[config.mk]
export PLATFORM = sky130hd
export DESIGN_NAME = weight_buffer
export DESIGN_NICKNAME = d
export VERILOG_FILES = /design/src/common/conv_pkg.sv /design/src/weight_buffer/weight_buffer.sv
export VERILOG_INCLUDE_DIRS = /design/src /design/src/common
export SDC_FILE = /design/constraint.sdc
export NUM_CORES = 1
export LEC_CHECK = 0
export BUFFER_PORTS_ARGS = -buffer_cell sky130_fd_sc_hd__buf_2
export CAP_MARGIN = 10
export CORE_ASPECT_RATIO = 0.7
export CORE_MARGIN = 10
export CORE_UTILIZATION = 44
export CTS_CLUSTER_DIAMETER = 60
export CTS_CLUSTER_SIZE = 20
export DETAILED_ROUTE_END_ITERATION = 10
export GPL_ROUTABILITY_DRIVEN = 0
export PLACE_DENSITY = 0.8
export SLEW_MARGIN = 20
export SYNTH_ARGS = -nofsm -noshare
export SYNTH_HDL_FRONTEND = slang
export SYNTH_SLANG_ARGS = --single-unit
export TNS_END_PERCENT = 30
[constraint.sdc]
create_clock -name clk -period 0.8 [get_ports clk]
set_input_delay 0.08 -clock clk [delete_from_list [all_inputs] [get_ports clk]]
set_output_delay 0.08 -clock clk [all_outputs]
set_load 0.05 [all_outputs]
[src/common/conv_settings.svh]
`ifndef CONV_SETTINGS_SVH
`define CONV_SETTINGS_SVH

// Activation and weight width, signed
`define CONV_DAT_W 8

// Geometry of one row slice
`define CONV_NUM_CH 3
`define CONV_NUM_POS 3
`define CONV_NUM_KN 4

// Dot product accumulator
`define CONV_ACC_W 20

// Ingress FIFO depths, equal to the sender credit allowance
`define CONV_WGT_CREDITS 4
`define CONV_PIX_CREDITS 2

`endif

[src/common/conv_pkg.sv]
`include "conv_settings.svh"

package conv_pkg;

    // One weight beat: kernel index plus three channel bytes
    typedef struct packed {
        logic [$clog2(`CONV_NUM_KN)-1:0]                kn;
        logic [`CONV_NUM_CH-1:0][`CONV_DAT_W-1:0]       ch;
    } wgt_beat_t;

    // One pixel beat, last marks the end of a row
    typedef struct packed {
        logic [`CONV_NUM_CH-1:0][`CONV_DAT_W-1:0]       ch;
        logic                                           last;
    } pix_beat_t;

    // Sliding window, pos[0] is the oldest pixel
    typedef struct packed {
        logic [`CONV_NUM_POS-1:0][`CONV_NUM_CH-1:0][`CONV_DAT_W-1:0] pos;
        logic                                                         last;
    } pix_window_t;

    // One kernel, pos[0] is the first beat loaded
    typedef struct packed {
        logic [`CONV_NUM_POS-1:0][`CONV_NUM_CH-1:0][`CONV_DAT_W-1:0] pos;
    } kn_weights_t;

    typedef struct packed {
        kn_weights_t [`CONV_NUM_KN-1:0] kn;
    } wgt_set_t;

    // Four signed dot products
    typedef struct packed {
        logic [`CONV_NUM_KN-1:0][`CONV_ACC_W-1:0]       sum;
        logic                                           last;
    } conv_result_t;

    // Row controller
    typedef enum logic {
        WAIT_WGT,
        RUN
    } row_state_e;

endpackage

[src/weight_buffer/weight_buffer.sv]
`timescale 1ns/1ps

`include "conv_settings.svh"

module weight_buffer import conv_pkg::*; (
    input  logic                                    clk,
    input  logic                                    rst,
    input  logic [`CONV_NUM_KN-1:0]                 i_kn_valid,
    input  logic [`CONV_NUM_CH*`CONV_DAT_W-1:0]     i_kn_data,
    input  logic                                    i_data_req,
    output wgt_set_t                                o_wgts,
    output logic [`CONV_NUM_KN-1:0]                 o_kn_full,
    output logic                                    o_full
);

    localparam int BEAT_W = `CONV_NUM_CH * `CONV_DAT_W;

    ////////////////////
    // Per-kernel lanes
    ////////////////////

    genvar k;
    generate
        for (k = 0; k < `CONV_NUM_KN; k++) begin : g_lane
            logic [BEAT_W-1:0]        data_q [`CONV_NUM_POS];
            logic [`CONV_NUM_POS-1:0] val_q;

            // Newest beat enters at slot 0
            always_ff @(posedge clk) begin
                if (i_kn_valid[k]) begin
                    data_q[0] <= i_kn_data;
                    for (int p = 1; p < `CONV_NUM_POS; p++) begin
                        data_q[p] <= data_q[p-1];
                    end
                end
            end

            // Valid bits follow the data, cleared when the set is handed over
            always_ff @(posedge clk) begin
                if (rst || i_data_req) begin
                    val_q <= '0;
                end else if (i_kn_valid[k]) begin
                    val_q <= {val_q[`CONV_NUM_POS-2:0], 1'b1};
                end
            end

            assign o_kn_full[k] = &val_q;

            // Oldest slot holds the first beat, so reverse for position order
            for (genvar p = 0; p < `CONV_NUM_POS; p++) begin : g_pos
                assign o_wgts.kn[k].pos[p] = data_q[`CONV_NUM_POS-1-p];
            end
        end
    endgenerate

    assign o_full = &o_kn_full;

    ////////////////////
    // Checks
    ////////////////////

    // Controller only requests a complete set
    a_req_when_full: assert property (
        @(posedge clk) disable iff (rst)
        i_data_req |-> o_full
    );

    // Loader holds back a lane that is already full
    a_no_write_full: assert property (
        @(posedge clk) disable iff (rst)
        (i_kn_valid & o_kn_full) == '0
    );

endmodule

# Word level (Yosys, flattened, before mapping)
# Memory sizes are Yosys's and may differ from the RTL's.
# Cells that the tools add are included.
dict set report word_totals {
  ramBits 288
  register_bits 12
  out_inout_bits 293
  word_cells 22
  mem_count 4
}
dict set report classes {
  n_reduce_logical 6
  mux 8
}
# memory depth width read_ports rd_ports_with_merged_regs write_ports line_no
set mem_list {}
lappend mem_list {{g_lane[0].data_q} 3 24 3 0 3 weight_buffer.sv:25} ;# logic [BEAT_W-1:0] data_q [`CONV_NUM_POS];
lappend mem_list {{g_lane[1].data_q} 3 24 3 0 3 weight_buffer.sv:25}
lappend mem_list {{g_lane[2].data_q} 3 24 3 0 3 weight_buffer.sv:25}
lappend mem_list {{g_lane[3].data_q} 3 24 3 0 3 weight_buffer.sv:25}
# op count
set op_table {}
lappend op_table {{AND reduction 12 bit} 1}
lappend op_table {{AND reduction 3 bit} 4}
lappend op_table {{2-to-1 mux 1 bit} 8}
lappend op_table {{logical OR 1 bit} 1}

# Longest topological paths before layout
dict set report depth {
  ltp_word 2
  mapped_depth 3
}

# Worst setup path after synthesis
# Ideal clock, no wire load.
dict set report synth_path {
  path_type {register to output}
  from {register g_lane[2].val_q[0]}
  to {output o_full}
  required_ps 720
  stages_incl_launch_ff 3
  arrival_time_ps 1380
  path_buffers 0
  path_slack_ps -660
  cell_sequence {dfxtp_1 -> and3_1 -> and4_1}
}
dict set report synth_via {
  elab_chain_len 1
}
# item line_no
set synth_lines {}
lappend synth_lines {{from (decl)} weight_buffer.sv:26} ;# logic [`CONV_NUM_POS-1:0] val_q;
lappend synth_lines {{from (signal assigned)} weight_buffer.sv:43} ;# val_q <= {val_q[`CONV_NUM_POS-2:0], 1'b1};
lappend synth_lines {{AND reduction 12 bit} weight_buffer.sv:56} ;# assign o_full = &o_kn_full;
lappend synth_lines {{to (decl)} weight_buffer.sv:13} ;# output logic o_full
# No other way between the ends.

# Worst setup path after layout
dict set report layout_path {
  from {register g_lane[0].val_q[2]}
  to {output o_full}
}
dict set report layout_via {
  elab_chain_len 1
}
# item line_no
set layout_lines {}
lappend layout_lines {{from (decl)} weight_buffer.sv:26}
lappend layout_lines {{from (signal assigned)} weight_buffer.sv:43}
lappend layout_lines {{AND reduction 12 bit} weight_buffer.sv:56}
# No other way between the ends.

==> results.ini <==
[status]
status = finished, violations left
violations = negative setup slack

[synthesis]
synth_area_um2 = 9080
ys_seq_elements = 300
synthTopCellsByArea = edfxtp_1 (95%), dfxtp_1 (2.6%), mux2i_1 (0.88%)
syn_inst = 331
ys_seq_area_frac = 0.979
synth_top_area_share = 0.952
yosysTopAreaCell = edfxtp_1
syn_avg_cell_area_um2 = 27.4
yosysWarnings = 0
syn-num-nets = 362
yosysUniqueCellTypes = 8

[pwr]
p_sw_mw = 10.2
switching_share = 0.290
internal_power_mw = 25.0
finalPower_mw = 35.3
vdd_ir_drop_max_mv = 1.82
leakagePower_nw = 5.76
pwr-share-comb = 0.202
clockPowerShare = 0.252
p_seq_frac = 0.546
p_per_area_nw_per_um2 = 2430

[cts]
clock_latency_ns = 0.50
cts_sinks = 300
cts-root-buf = clkbuf_16
cts_buffer_depth = 3
cts_tree = built
numCtsBuffers = 18
htreeDepth = 1
path_clk_slew_ns = 0.09

[floorplanning]
row_count = 43
start_util = 0.453
core_area_um2 = 20100
die-area_um2 = 26900
die_w_um = 192
die_y_um = 140
num_io_pins = 324

[sta]
worstMarginPinSlew_ns = 0.259
rsz0062_at_grt = true
fin_worst_skew_ns = 0.0105
final-hold-violation-count = 0
drv_slew = 0
fin_crit_sh = 1.85
setup_viol = 335
fmax_ghz = 0.674
worst_slack_ns = -0.684
slew_headroom = 0.827
layout_min_cycle_time_ns = 1.48

[route]
drt_iter0_markers = 355
routed_via_density = 4.85
drc = 0
routedWlPerCell_um = 26.0
wirelength_um = 27700
drtPass1Iterations = 4
vias = 5180
ant_nets = 0

[worst_setup_path]
critPathRequiredTime_ns = 0.72
critical_path_class = reg2out
cp-startpoint = g_lane[0].val_q[2]
reg2reg_to = g_lane[2].data_q[0][25]
crit_path_start_kind = flip-flop
worstPathArrival_ns = 1.40
reg2regPathDepth = 2
r2r_slack_ns = -0.19
r2r_start = g_lane[2].data_q[0][1]
crit_fanout = 2
cp-end-kind = primary output
critPathCapture = o_full

[grt]
overflow = 0
grtUsageTotal = 0.190
grt_pass1_wl_um = 38100
grt_pass1_vias = 5336
antenna_found_initial = 0
grt_start_max_net_pins = 36

[final_layout]
final_cell_mix = buf_6 (298), edfxtp_1 (288), buf_4 (79), dlygate4sd3_1 (28), buf_2 (26)
finalNetCount = 824
final_area_um2 = 14500
area_delta_synth_final_pct = 59.9
nFillCells = 1091
drive_gt1_frac = 0.567
final_common_cell = buf_6
diodes = 0

[placement]
pre_cts_slack_ns = -0.264
placed_area_um2 = 11400
port_buffers = 323
dp_hpwl_um = 17400

[run]
max-cap-violations = 0

[hold_path]
min_path_type = in2reg

[per-layer routing]
metal,part of all wire,track usage
met5,0,0
met4,0.019,0.0369
met3,0.12,0.0779
met2,0.50,0.326
met1,0.36,0.221
[stage by stage]
step / utilization / hold WS (ns) / instances / TNS, ns
after floorplan: - / 0.179 / 331 / -24.92
after global placement: 0.566 / 0.293 / 946 / -5.19
after detailed placement: 0.566 / 0.297 / 946 / -6.04
after CTS: 0.711 / 0.00205 / 1038 / -113.30
after global routing: 0.724 / 0.0209 / 1067 / -123.64
final: 0.724 / 0.0375 / 1067 / -111.28
[cells in the mapped netlist]
| master | count |
|---|---|
| and3_1 | 4 |
| and4_1 | 1 |
| buf_6 | 1 |
| dfxtp_1 | 12 |
| edfxtp_1 | 288 |
| mux2i_1 | 8 |
| nor2_1 | 16 |
| or2_4 | 1 |
[repair_timing]
action                                  4_1_cts  5_1_grt
pin swaps                                     3        3
cloned                                        0        0
hold buffers                                 28        0
resized for setup                           587       14
hold endpoints to repair                    109        0
setup buffers                                40       30
endpoints found under the setup margin      293      327
[worst min-delay path by stage]
stage / endpoint / depth (start not counted) / slack, ns / from
finish: g_lane[2].data_q[0][35] / 2 / 0.04 / i_kn_valid[2]
global placement: g_lane[1].data_q[0][7] / 1 / 0.29 / i_kn_data[7]
global route: g_lane[2].data_q[0][11] / 2 / 0.02 / i_kn_valid[2]
CTS: g_lane[2].data_q[0][11] / 2 / 0.002 / i_kn_valid[2]
floorplan: g_lane[0].data_q[0][0] / 0 / 0.18 / i_kn_data[0]
detailed placement: g_lane[0].data_q[0][7] / 1 / 0.30 / i_kn_data[7]
[area by class of cell]
type | count | area (um^2) | share of cell area
clock buffers | 23 | 469 | 0.0323
multi-input cells | 30 | 205 | 0.0141
clock inverters | 1 | 16.3 | 0.00112
flip-flops and latches | 300 | 8900 | 0.613
repair buffers | 443 | 4590 | 0.316
well taps | 270 | 338 | 0.0233
[logic make-up after synthesis]
kind of cell  after synthesis  share of synthesized area
flops                     300                      0.979
simple gates               22                     0.0113
mux                         8                    0.00882
buf+inv                     1                    0.00124
[critical path, cell delays in order (launching register included)]
cell	delay (ns)
dfxtp_2	0.34
and3_4	0.20
and4_4	0.23
buf_8	0.14
[power by group through the flow]
stage	registers (mW)	logic (mW)	clock network, mW
after global placement	19.2	5.42	0
after detailed placement	19.3	5.44	0
after global routing	19.3	7.30	9.66
after CTS	19.2	6.91	8.88
after floorplan	22.8	0.0389	0
final	19.2	7.12	8.89
[sequential cells by signal (all words and copies together), names as in the netlist]
register,count
g_lane.val_q,12
g_lane.data_q,288
No activity file was read; power rests on OpenSTA's default activity.
