===== src/common/conv_settings.svh =====
`ifndef CONV_SETTINGS_SVH
`define CONV_SETTINGS_SVH

// Activation and weight width, signed
`define CONV_DAT_W 8

// Geometry of one row slice
`define CONV_NUM_CH 3
`define CONV_NUM_POS 3
`define CONV_NUM_KN 4

// Dot product accumulator
`define CONV_ACC_W 20

// Ingress FIFO depths, equal to the sender credit allowance
`define CONV_WGT_CREDITS 4
`define CONV_PIX_CREDITS 2

`endif


===== src/common/conv_pkg.sv =====
`include "conv_settings.svh"

package conv_pkg;

    // One weight beat: kernel index plus three channel bytes
    typedef struct packed {
        logic [$clog2(`CONV_NUM_KN)-1:0]                kn;
        logic [`CONV_NUM_CH-1:0][`CONV_DAT_W-1:0]       ch;
    } wgt_beat_t;

    // One pixel beat, last marks the end of a row
    typedef struct packed {
        logic [`CONV_NUM_CH-1:0][`CONV_DAT_W-1:0]       ch;
        logic                                           last;
    } pix_beat_t;

    // Sliding window, pos[0] is the oldest pixel
    typedef struct packed {
        logic [`CONV_NUM_POS-1:0][`CONV_NUM_CH-1:0][`CONV_DAT_W-1:0] pos;
        logic                                                         last;
    } pix_window_t;

    // One kernel, pos[0] is the first beat loaded
    typedef struct packed {
        logic [`CONV_NUM_POS-1:0][`CONV_NUM_CH-1:0][`CONV_DAT_W-1:0] pos;
    } kn_weights_t;

    typedef struct packed {
        kn_weights_t [`CONV_NUM_KN-1:0] kn;
    } wgt_set_t;

    // Four signed dot products
    typedef struct packed {
        logic [`CONV_NUM_KN-1:0][`CONV_ACC_W-1:0]       sum;
        logic                                           last;
    } conv_result_t;

    // Row controller
    typedef enum logic {
        WAIT_WGT,
        RUN
    } row_state_e;

endpackage


===== src/verilog/weight_loader.sv =====
`timescale 1ns/1ps

`include "conv_settings.svh"

module weight_loader import conv_pkg::*; (
    input  logic                                    clk,
    input  logic                                    rst,
    input  logic                                    i_wgt_valid,
    input  wgt_beat_t                               i_wgt,
    input  logic [`CONV_NUM_KN-1:0]                 i_kn_full,
    output logic [`CONV_NUM_KN-1:0]                 o_kn_valid,
    output logic [`CONV_NUM_CH*`CONV_DAT_W-1:0]     o_kn_data,
    output logic                                    o_wgt_credit
);

    localparam int DEPTH = `CONV_WGT_CREDITS;
    localparam int PTR_W = $clog2(DEPTH);
    localparam int CNT_W = $clog2(DEPTH + 1);

    wgt_beat_t        mem [DEPTH];
    logic [PTR_W-1:0] wr_ptr;
    logic [PTR_W-1:0] rd_ptr;
    logic [CNT_W-1:0] count;
    wgt_beat_t        head;
    logic             pop;

    ////////////////////
    // Ingress FIFO
    ////////////////////

    always_ff @(posedge clk) begin
        if (i_wgt_valid) begin
            mem[wr_ptr] <= i_wgt;
        end
    end

    always_ff @(posedge clk) begin
        if (rst) begin
            wr_ptr <= '0;
            rd_ptr <= '0;
            count  <= '0;
        end else begin
            if (i_wgt_valid) begin
                wr_ptr <= (wr_ptr == PTR_W'(DEPTH - 1)) ? '0 : wr_ptr + 1'b1;
            end
            if (pop) begin
                rd_ptr <= (rd_ptr == PTR_W'(DEPTH - 1)) ? '0 : rd_ptr + 1'b1;
            end
            count <= count + CNT_W'(i_wgt_valid) - CNT_W'(pop);
        end
    end

    ////////////////////
    // Lane steering
    ////////////////////

    assign head = mem[rd_ptr];

    // Head waits while its kernel lane is full
    assign pop = (count != '0) && !i_kn_full[head.kn];

    always_comb begin
        o_kn_valid = '0;
        if (pop) begin
            o_kn_valid[head.kn] = 1'b1;
        end
    end

    assign o_kn_data    = head.ch;
    assign o_wgt_credit = pop;

    // Sender must hold a credit for every beat
    a_no_overflow: assert property (
        @(posedge clk) disable iff (rst)
        i_wgt_valid |-> count != CNT_W'(DEPTH)
    );

endmodule


===== config.mk =====
export PLATFORM = sky130hd
export DESIGN_NAME = weight_loader
export DESIGN_NICKNAME = d
export VERILOG_FILES = /design/src/common/conv_pkg.sv /design/src/verilog/weight_loader.sv
export VERILOG_INCLUDE_DIRS = /design/src /design/src/common
export SDC_FILE = /design/constraint.sdc
export NUM_CORES = 1
export LEC_CHECK = 0
export BUFFER_PORTS_ARGS = -buffer_cell sky130_fd_sc_hd__buf_2
export CAP_MARGIN = 10
export CORE_UTILIZATION = 50
export DETAILED_ROUTE_END_ITERATION = 16
export GPL_ROUTABILITY_DRIVEN = 0
export PLACE_DENSITY = 0.71
export SLEW_MARGIN = 15
export SYNTH_ARGS = -nofsm -noshare
export SYNTH_HDL_FRONTEND = slang
export SYNTH_SLANG_ARGS = --single-unit

===== constraint.sdc =====
create_clock -name clk -period 3.6 [get_ports clk]
set_input_delay 0.72 -clock clk [delete_from_list [all_inputs] [get_ports clk]]
set_output_delay 0.72 -clock clk [all_outputs]
set_load 0.1 [all_outputs]

* Yosys cells after proc, flatten, opt, wreduce, memory -nomap -nowiden
Memories as Yosys holds them, arrays and structs flattened. A register that Yosys moved wholly into a read port is not among the register bits.
Cells that the tools add are included.
** Operators by class
- $mul :: 0
- Shifts and indexed selects :: 0
- Reductions and logical operators :: 4
- Bitwise gates (word level) :: 0
- $lt $le $gt $ge :: 2
- $add $sub $neg :: 4
- Equal/unequal tests :: 2
- Multiplexer cells :: 11
- Divide/modulo/power cells :: 0
** Operator list (count)
- $mux 2 :: 4
- $add 2x1->2 const B :: 2
- $eq 2x2->1 const B :: 2
- $mux 1 :: 4
- $mux 4 :: 1
- $add 3x1->3 :: 1
- $lt 2x3->1 const B :: 1
- $reduce_bool 3->1 :: 1
- $sub 3x1->3 :: 1
- $bmux 1 s2 :: 1
- $demux 1 s2 :: 1
- $ge 2x1->1 const B :: 1
- $logic_and 1x1->1 :: 2
- $logic_not 1->1 :: 1
** Word-level totals
- Memories :: 1
- Register bits after elaboration :: 7
- Input port bits :: 33
- Bits in read-only memories :: 0
- Latch bits :: 0
- RAM bits :: 104
** Memory list
- mem :: words 4, width 26, read ports 1, clocked after Yosys merged registers in 1, wr ports 1, line weight_loader.sv:20 : wgt_beat_t mem [DEPTH];

* Longest topological paths before layout
Gate-level depths: netlist of run 1.
- Depth in word-level cells :: 6
- Depth in mapped cells :: 11

* Worst setup path after synthesis of run 1
Ideal clock, no wire load.
- Kind :: register to output
- From :: register with a tool-made name
- To :: output port o_kn_valid[2]
- Arrival time :: 3497 ps
- Buffers on the path :: 1
- Stages on the path, launching flop included :: 5
- Setup slack :: -617 ps
- Path through :: dfxtp_1 -> buf_6 -> mux4_2 -> or2_2 -> nor3b_1
** RTL lines
- to (decl) :: line weight_loader.sv:11 : output logic [`CONV_NUM_KN-1:0] o_kn_valid,

==> metrics.yaml, run 1 <==
syn_to_final_growth_pct: 26.5
slew_violations: 0
grt_max_degree: 27
combPwrFrac_pct: 32.2
dieArea_um2: 8950
critical_path.endpoint_type: "output pin"
crit_required_ns: 2.88
num_vias: 2040
rsz0062_at_grt: "no"
numCtsBuffers: 17
first_iter_violations: 108
diodes: 0
synthCells: 189
cts_hold_buf: 0
crit_type: "register to output pin"
status: "completed"
path_clk_slew_ns: 0.05
yosysTopAreaCellShare_pct: 72.9
min_period_ns: 3.08
hpwl_mm: 4.20
slew_headroom_pct: 66.2
drv_cap: 0
syn_area_um2: 4290
rrSetupSlack_ns: 0.78
first_pass_iters: 5
synth_simple_gate_area_share_pct: 2.77
synthTopCellsByArea: "edfxtp_1 73%, mux4_2 13%, dfxtp_1 4.2%"
start_util_pct: 51.9
crit_path_max_fanout: 4
fp-row-count: 33
coreArea_um2: 8260
min_path_type: "input port to register"
cts_buffer_depth: 2
synth_area_per_cell_um2: 22.7
power.switching_mw: 1.74
tritoncts: "built"
finalSetupViolCount: 0
p_clk_share_pct: 36.1
ir_drop_mv: 0.596
min_from: "i_wgt[0]"
r2r-end: "count[2]"
arrival_ns: 2.36
yosys.area.top_type: "edfxtp_1"
die_h_um: 94.6
cts_sinks: 113
seqPwrFrac_pct: 31.7
utilization_pct: 65.7
timing.setup.tns_ns: 0
fin_crit_sh_pct: 85.7
synth_compound_area_share_pct: 0.467
reg2regPathDepth: 10
ys.warnings.count: 0
cts_setup_buffers: 0
overflow: 0
drc: 0
viasPerCell: 5.26
cts_root_buffer: "clkbuf_8"
nets: 311
clk_latency_ns: 0.50
portBuffers: 61
antenna_found_initial: 0
seq_area_frac_synth_pct: 77.1
ys_types: 22
powerDensity_nw_per_um2: 907
synth_top_family_by_area: "multiplexers"
grt_pass1_wl_mm: 10.7
synth_mux_area_share_pct: 15.5
cts-htree-levels: 4
tightest_slew_ns: 0.511
first_global_vias: 2112
ys_seq_elements: 113
routed_wl_mm: 7.09
synthAdderAreaFrac_pct: 2.51
synth_xor_area_share_pct: 0.409
internal_power_mw: 3.17
min_delay_path_depth: 1
finalHoldViolCount: 0
post_cts_resized: 0
skew_ns: 0.00356
ant_nets: 0
fmax_mhz: 324
leakage_nw: 1.95
ios: 62
drive_gt1_share_pct: 47.0
grt_util_all_layers_pct: 17.5
die_w_um: 94.6
wl_per_cell_um: 18.3
synth_nets: 230
start_kind: "register"
power.share.switching_pct: 35.5
hold_path_end: "mem[2][0]"
## worst max-delay path by stage
| stage | cells past startpoint | to | slack (ns) | startpoint |
|---|---|---|---|---|
| floorplan | 11 | count[2] | 0.34 | register |
| global placement | 10 | count[2] | 0.81 | register |
| detailed placement | 10 | count[2] | 0.75 | register |
| CTS | 4 | o_kn_valid[2] | 0.48 | register |
| global route | 4 | o_kn_valid[2] | 0.44 | register |
| finish | 4 | o_kn_valid[2] | 0.52 | register |
## cell usage after synthesis, drive strengths merged
library cell / number
o22ai: 1
buf: 3
and2: 4
nor2: 4
mux2i: 3
dfxtp: 9
nand2b: 3
nor3b: 2
nor2b: 3
ha: 7
inv: 6
mux4: 26
edfxtp: 104
mux2: 3
xnor2: 2
fa: 1
or2: 1
clkbuf: 3
nor3: 4
## worst max-delay path, stage by stage, from the launching register on
cell and delay [ns]:
dfxtp_2 0.37, mux4_2 0.51, or2_2 0.34, nor3b_2 0.19, buf_2 0.44
## final cells by class
| type | instances | area, um2 |
|---|---|---|
| clock inverters | 11 | 183 |
| inverters | 6 | 22.5 |
| repair buffers | 68 | 373 |
| fillers | 546 | 2840 |
| clock buffers | 21 | 459 |
| well taps | 105 | 131 |
| flip-flops and latches | 113 | 3300 |
| multi-input cells | 64 | 948 |
## placed cells by master, fill, tap and decap left out, drive strengths merged, types with 4 or more instances in the layout
cell / count
and2: 4
clkinv: 5
nor2: 4
mux4: 26
nor3: 4
dfxtp: 9
buf: 68
clkbuf: 21
ha: 7
edfxtp: 104
inv: 6
bufinv: 5
## power by group through the flow
stage | Combinational (mW) | Clock (mW) | Sequential, mW
after floorplan | 1.36 | 0 | 1.57
after global placement | 1.58 | 0 | 1.58
after detailed placement | 1.59 | 0 | 1.58
after CTS | 1.60 | 1.80 | 1.56
after global routing | 1.66 | 1.86 | 1.57
final | 1.58 | 1.77 | 1.56
## through the flow
stage	worst slack (ns)	std cells	hold slack (ns)	cell area [um2]	power [mW]
after floorplan	0.337	189	0.467	4310	2.93
final	0.516	388	0.432	5420	4.92
after global routing	0.439	388	0.406	5420	5.08
after CTS	0.481	388	0.406	5420	4.96
after detailed placement	0.746	356	0.512	4780	3.18
after global placement	0.810	356	0.492	4780	3.16
## metal layers
layer	track usage, %	wire (um)
met5	0	0
met4	6.44	86
met3	7.73	367
met2	28.4	3600
met1	20.7	3030
## cells by family (layout without fill, tap and decap cells)
kind of cell	count (synthesis)	count (layout)
compound gates	1	1
flops	113	113
buf+inv	12	106
fa+ha+maj	8	8
mux	32	32
xor+xnor	2	2
simple gates	21	21
## flip-flops by register name, indices dropped and copies added (netlist names), named ones only
register and flops:
count 3, mem 104, rd_ptr 2, wr_ptr 2
(Power assumes the default switching activity.)
==> inputs of run 2 (changes only) <==
--- a/config.mk
+++ b/config.mk
@@ -9,6 +9,7 @@
 export BUFFER_PORTS_ARGS = -buffer_cell sky130_fd_sc_hd__buf_2
 export CAP_MARGIN = 10
 export CORE_UTILIZATION = 50
+export CTS_BUF_LIST = sky130_fd_sc_hd__clkbuf_2 sky130_fd_sc_hd__clkbuf_4 sky130_fd_sc_hd__clkbuf_8
 export DETAILED_ROUTE_END_ITERATION = 16
 export GPL_ROUTABILITY_DRIVEN = 0
 export PLACE_DENSITY = 0.71
==> constraint.sdc (replaced) <==
create_clock -name clk -period 3.6 [get_ports clk]
set_input_delay 0.72 -clock clk [delete_from_list [all_inputs] [get_ports clk]]
set_output_delay 0.72 -clock clk [all_outputs]
set_load 0.01 [all_outputs]
==> run 2 against run 1 <==
  * Global-route usage about the same
  * Clock-buffer cell count down 4
  * Design area down 5.2%
  * Cell count down 0.52%
  * Worst setup slack better by 0.23 ns
  * Die area unchanged
  * Non-clock buffer count unchanged
  * Flip-flop and latch count unchanged
  * Clock power down 36%
  * Register-to-register slack better by 0.02 ns
  * Sequential share of layout area up 3.4 points
  * Sequential power about the same
  * Critical endpoint is now o_wgt_credit
  * Largest power group is now sequential cells
==> metrics.yaml, run 2 (synthesis gave the netlist of run 1 again) <==
status: "completed"
cts_hold_buf: 0
nets: 311
final_common_cell: "edfxtp_1"
hpwl_mm: 4.54
clk_latency_ns: 0.41
coreArea_um2: 8260
cts_sinks: 113
slowest_stage: "mux4_2"
arrival_ns: 2.14
drive_gt1_share_pct: 44.5
viasPerCell: 5.27
wl_per_cell_um: 18.2
ir_drop_mv: 0.295
utilization_pct: 62.2
reg2regPathDepth: 11
die_w_um: 94.6
path_cells: "buf_4 > mux4_2 > mux2_4 > o22ai_4 > buf_2"
critical_path.endpoint_type: "output pin"
min_path_type: "register to register"
die_h_um: 94.6
fin_crit_sh_pct: 79.4
ios: 62
first_iter_violations: 77
start_kind: "register"
slew_violations: 0
cts_root_buffer: "clkbuf_8"
reg_top3: "mem (104), count (3)"
antenna_found_initial: 0
cts_setup_buffers: 0
num_vias: 2036
drc: 0
dieArea_um2: 8950
stdcell_count: 386
critPathBufInv: 2
post_cts_resized: 0
finalHoldViolCount: 0
finalSetupViolCount: 0
min_period_ns: 2.86
first_global_vias: 2047
leakage_nw: 1.80
drv_cap: 0
grt_util_all_layers_pct: 17.5
tightest_slew_ns: 0.715
largest_reg_flops: 104
first_pass_iters: 4
skew_ns: 0.0115
top_register: "mem"
start_util_pct: 51.9
crit_type: "register to output pin"
slew_headroom_pct: 52.3
path_depth: 5
diodes: 0
rrSetupSlack_ns: 0.80
dp_cells: 356
layout_common_cells: "104 x edfxtp_1, 61 x buf_2, 24 x mux4_2"
crit_path_max_incr_delay_ns: 0.41
cts-htree-levels: 4
path_clk_slew_ns: 0.07
syn_to_final_growth_pct: 19.8
endpoint: "o_wgt_credit"
crit_path_max_fanout: 14
cts_buffer_depth: 2
r2r-end: "count[2]"
portBuffers: 61
overflow: 0
fmax_mhz: 350
critPathTopFamily: "multiplexers"
grt_max_degree: 25
fp-row-count: 33
powerDensity_nw_per_um2: 670
routed_wl_mm: 7.04
numCtsBuffers: 17
timing.setup.tns_ns: 0
crit_required_ns: 2.88
ant_nets: 0
tritoncts: "built"
rsz0062_at_grt: "no"
grt_pass1_wl_mm: 10.7
## run 2: worst min path at each step
stage                     startpoint    endpoint  slack, ns  depth (start not counted)
after floorplan            rd_ptr[1]    register       0.47                          2
after global placement     rd_ptr[1]   rd_ptr[1]       0.52                          2
after detailed placement   rd_ptr[1]   rd_ptr[1]       0.52                          2
after CTS                  i_wgt[22]  mem[1][22]       0.51                          1
after global routing       i_wgt[18]  mem[1][18]       0.50                          1
final                      rd_ptr[1]   rd_ptr[1]       0.52                          2
## run 2: layer usage
metal	vias up	share of wire [%]	track usage [%]
met3	4	6.7	7.09
li1	937	-	-
met1	1032	42	22.1
met2	63	51	27.4
met4	0	0.70	6.44
met5	-	0	0
## run 2: through the flow
stage / instance area [um2] / total power [mW] / hold WS (ns) / worst slack (ns)
6_report: 5140 / 3.44 / 0.521 / 0.742
3_5_place_dp: 4760 / 2.35 / 0.522 / 0.785
2_1_floorplan: 4290 / 2.11 / 0.467 / 0.827
5_1_grt: 5140 / 3.61 / 0.496 / 0.593
4_1_cts: 5140 / 3.48 / 0.509 / 0.703
3_3_place_gp: 4760 / 2.33 / 0.519 / 0.854
## run 2: where the power goes
| part | internal (mW) | total, mW | switching, mW |
|---|---|---|---|
| logic | 0.384 | 0.750 | 0.366 |
| registers | 1.52 | 1.55 | 0.0324 |
| clock network | 0.664 | 1.14 | 0.476 |
| total | 2.57 | 3.44 | 0.874 |
## run 2: worst reg2reg max path, cell delays in order, from the launching register on
cell     delay, ns
dfxtp_1       0.33
buf_4         0.24
mux4_2        0.41
mux2_4        0.34
o22ai_4       0.23
ha_1          0.17
inv_1         0.03
ha_1          0.18
fa_1          0.38
xnor2_1       0.18
xnor2_1       0.14
nor2_1        0.05
## run 2: final cells by class
class,count,area [um2]
tap,105,131
inverter,6,22.5
timing repair buffer,68,370
fill,615,3120
sequential,113,3300
multi-input combinational,64,928
clock inverter,13,146
clock buffer,17,234
==> inputs of run 3 (changes only) <==
--- a/config.mk
+++ b/config.mk
@@ -6,13 +6,14 @@
 export SDC_FILE = /design/constraint.sdc
 export NUM_CORES = 1
 export LEC_CHECK = 0
+export ABC_AREA = 1
 export BUFFER_PORTS_ARGS = -buffer_cell sky130_fd_sc_hd__buf_2
 export CAP_MARGIN = 10
 export CORE_UTILIZATION = 50
 export CTS_BUF_LIST = sky130_fd_sc_hd__clkbuf_2 sky130_fd_sc_hd__clkbuf_4 sky130_fd_sc_hd__clkbuf_8
 export DETAILED_ROUTE_END_ITERATION = 16
 export GPL_ROUTABILITY_DRIVEN = 0
-export PLACE_DENSITY = 0.71
+export PLACE_DENSITY = 0.74
 export SLEW_MARGIN = 15
 export SYNTH_ARGS = -nofsm -noshare
 export SYNTH_HDL_FRONTEND = slang
==> constraint.sdc (replaced) <==
create_clock -name clk -period 2.43 [get_ports clk]
set_input_delay 0.486 -clock clk [delete_from_list [all_inputs] [get_ports clk]]
set_output_delay 0.486 -clock clk [all_outputs]
set_load 0.01 [all_outputs]
==> run 3 against run 2 <==
  * Sequential share of layout area shrank 1.3 points
  * Design area grew 2.2%
  * Wire length grew 13%
  * Die area increased by 3.1%
  * Flip-flop and latch count is the same
  * Combinational power up 100%
  * Non-clock buffer count is 5 higher
  * Global-route usage is 1.7 points higher
  * First-iteration DRC count up 120%
==> metrics.yaml, run 3 <==
crit_path_max_fanout: 48
power.share.switching_pct: 31.2
final_common_cell: "edfxtp_1"
combPwrFrac_pct: 27.7
crit_path_max_incr_delay_ns: 0.42
arrival_ns: 1.81
coreArea_um2: 8380
finalHoldViolCount: 0
first_pass_iters: 4
yosysTopAreaCellShare_pct: 70.6
portBuffers: 61
seqPwrFrac_pct: 42.6
reg_top3: "mem (104), count (3)"
start_util_pct: 52.8
crit_required_ns: 1.94
fin_area_um2: 5250
die_w_um: 96.1
synth-async-reset-ratio_pct: 0
min_delay_path_depth: 1
p_clk_share_pct: 29.8
fin_crit_sh_pct: 94.4
largest_reg_flops: 104
grt_pass1_wl_mm: 12.3
fmax_mhz: 436
syn_to_final_growth_pct: 18.7
min_path_type: "input port to register"
ys.warnings.count: 0
fillerInstances: 652
rrSetupSlack_ns: 0.20
routed_wl_mm: 7.94
skew_ns: 0.00563
yosys.area.top_type: "edfxtp_1"
drive_gt1_share_pct: 28.0
cts_buffer_depth: 2
slew_headroom_pct: 68.4
path_cells: "buf_4 > o21ai_0 > o22ai_1 > buf_2"
drc: 0
nets: 450
rsz0062_at_grt: "yes"
ys_types: 25
layout_common_cells: "104 x edfxtp_1, 61 x buf_2, 58 x nor2_1"
drv_cap: 0
dpl-instance-area_um2: 4860
wl_per_cell_um: 15.1
synth_commonest_cells: "104 x edfxtp_1, 58 x nor2_1, 49 x o21ai_0, 24 x o22ai_1, 22 x nand2_1"
synth_edf_count: 104
clk_latency_ns: 0.41
dieArea_um2: 9230
path_clk_slew_ns: 0.06
synth_area_per_cell_um2: 13.3
leakage_nw: 2.03
tritoncts: "built"
fp-row-count: 33
numCtsBuffers: 17
cts_root_buffer: "clkbuf_8"
top_register: "mem"
antenna_found_initial: 0
grt_max_degree: 49
utilization_pct: 62.7
critical_path.endpoint_type: "output pin"
crit_type: "register to output pin"
start_kind: "register"
min_period_ns: 2.29
ios: 62
num_vias: 2745
ir_drop_mv: 0.562
synth_nets: 374
power.switching_mw: 1.69
syn_area_um2: 4420
ys_seq_elements: 113
ant_nets: 0
cts_sinks: 113
cts_hold_buf: 0
tightest_slew_ns: 0.475
first_global_vias: 2581
grt_util_all_layers_pct: 19.2
synthTopCellsByArea: "edfxtp_1 71%, o21ai_0 5.5%, nor2_1 4.9%"
seq_area_frac_synth_pct: 74.7
slew_violations: 0
cts-htree-levels: 4
reg2regPathDepth: 15
diodes: 0
p_total_mw: 5.42
synthCells: 333
overflow: 0
synth-main-ff-cell: "edfxtp_1"
slowest_stage: "buf_4"
yosys.cell_count.top_type: "edfxtp_1"
status: "completed"
hpwl_mm: 4.73
first_iter_violations: 166
powerDensity_nw_per_um2: 1030
die_h_um: 96.1
finalSetupViolCount: 0
internal_power_mw: 3.73
viasPerCell: 5.21
## run 3: cell types whose count changed in the layout (fill, tap and decap cells not counted), moves of 3 or more
cell / before / now
o22ai_1: 0 / 24
nor2_1: 4 / 58
o21ai_0: 0 / 49
nand2b_1: 3 / 0
nand3_1: 0 / 5
clkbuf_4: 0 / 3
nand2_1: 0 / 22
and2_1: 4 / 0
mux4_2: 24 / 0
nand2_2: 0 / 4
buf_4: 6 / 12
nor2b_1: 3 / 0
inv_1: 6 / 19
mux2i_1: 3 / 0
## run 3: final timing paths
kind	endpoint	startpoint
min	mem[1][1]	i_wgt[1]
max reg2reg	count[1]	register
max	o_kn_data[19]	register
min reg2reg	wr_ptr[1]	wr_ptr[1]
## run 3: layout make-up
cell class                      count  area [um2]  share of cell area, %
Multi-Input combinational cell    182         955                   18.2
Inverter                           22        90.1                   1.72
Sequential cell                   113        3310                   63.0
Clock inverter                     12         116                   2.22
Timing Repair Buffer               73         395                   7.53
Tap cell                          105         131                   2.50
Clock buffer                       20         256                   4.88
## run 3: layer usage
layer	vias to the layer above	global-route usage, %	share of wire (%)
met5	-	0	0
met4	0	9.70	2.2
met3	15	6.71	4.6
met2	67	31.4	51
met1	1316	22.4	43
li1	1347	-	-
## run 3: kinds of logic (layout without fill, tap and decap cells)
logic type | Yosys count | count (layout) | synth area share, %
flops | 113 | 113 | 74.7
xor+xnor | 2 | 2 | 0.396
compound gates | 75 | 75 | 9.17
fa+ha+maj | 8 | 8 | 2.43
simple gates | 97 | 97 | 9.53
buf+inv | 38 | 127 | 3.79
## run 3: power by group through the flow
stage	clock network, mW	registers [mW]	logic, mW
final	1.62	2.31	1.50
after floorplan	0	2.32	1.02
after global placement	0	2.34	1.43
after detailed placement	0	2.35	1.48
after global routing	1.75	2.32	1.68
after CTS	1.65	2.31	1.49
## run 3: timing repair
action	CTS	global route
gates resized for setup	0	2
endpoints found under the setup margin	0	5
setup buffers	0	2
## run 3: worst max-delay path: cells and delay by family (launching register included)
family / cells / cell delay, ns
DFF: 1 / 0.39
buffers and inverters: 2 / 0.60
AOI/OAI and AO/OA: 2 / 0.39
## run 3: per-stage QoR
stage	hold slack, ns	setup TNS (ns)	setup WS [ns]	std cells
CTS	0.265	0	0.0900	525
floorplan	0.490	0	0.246	333
global placement	0.512	0	0.233	493
global route	0.259	-0.00590	-0.00590	527
detailed placement	0.526	0	0.141	493
finish	0.290	0	0.135	527
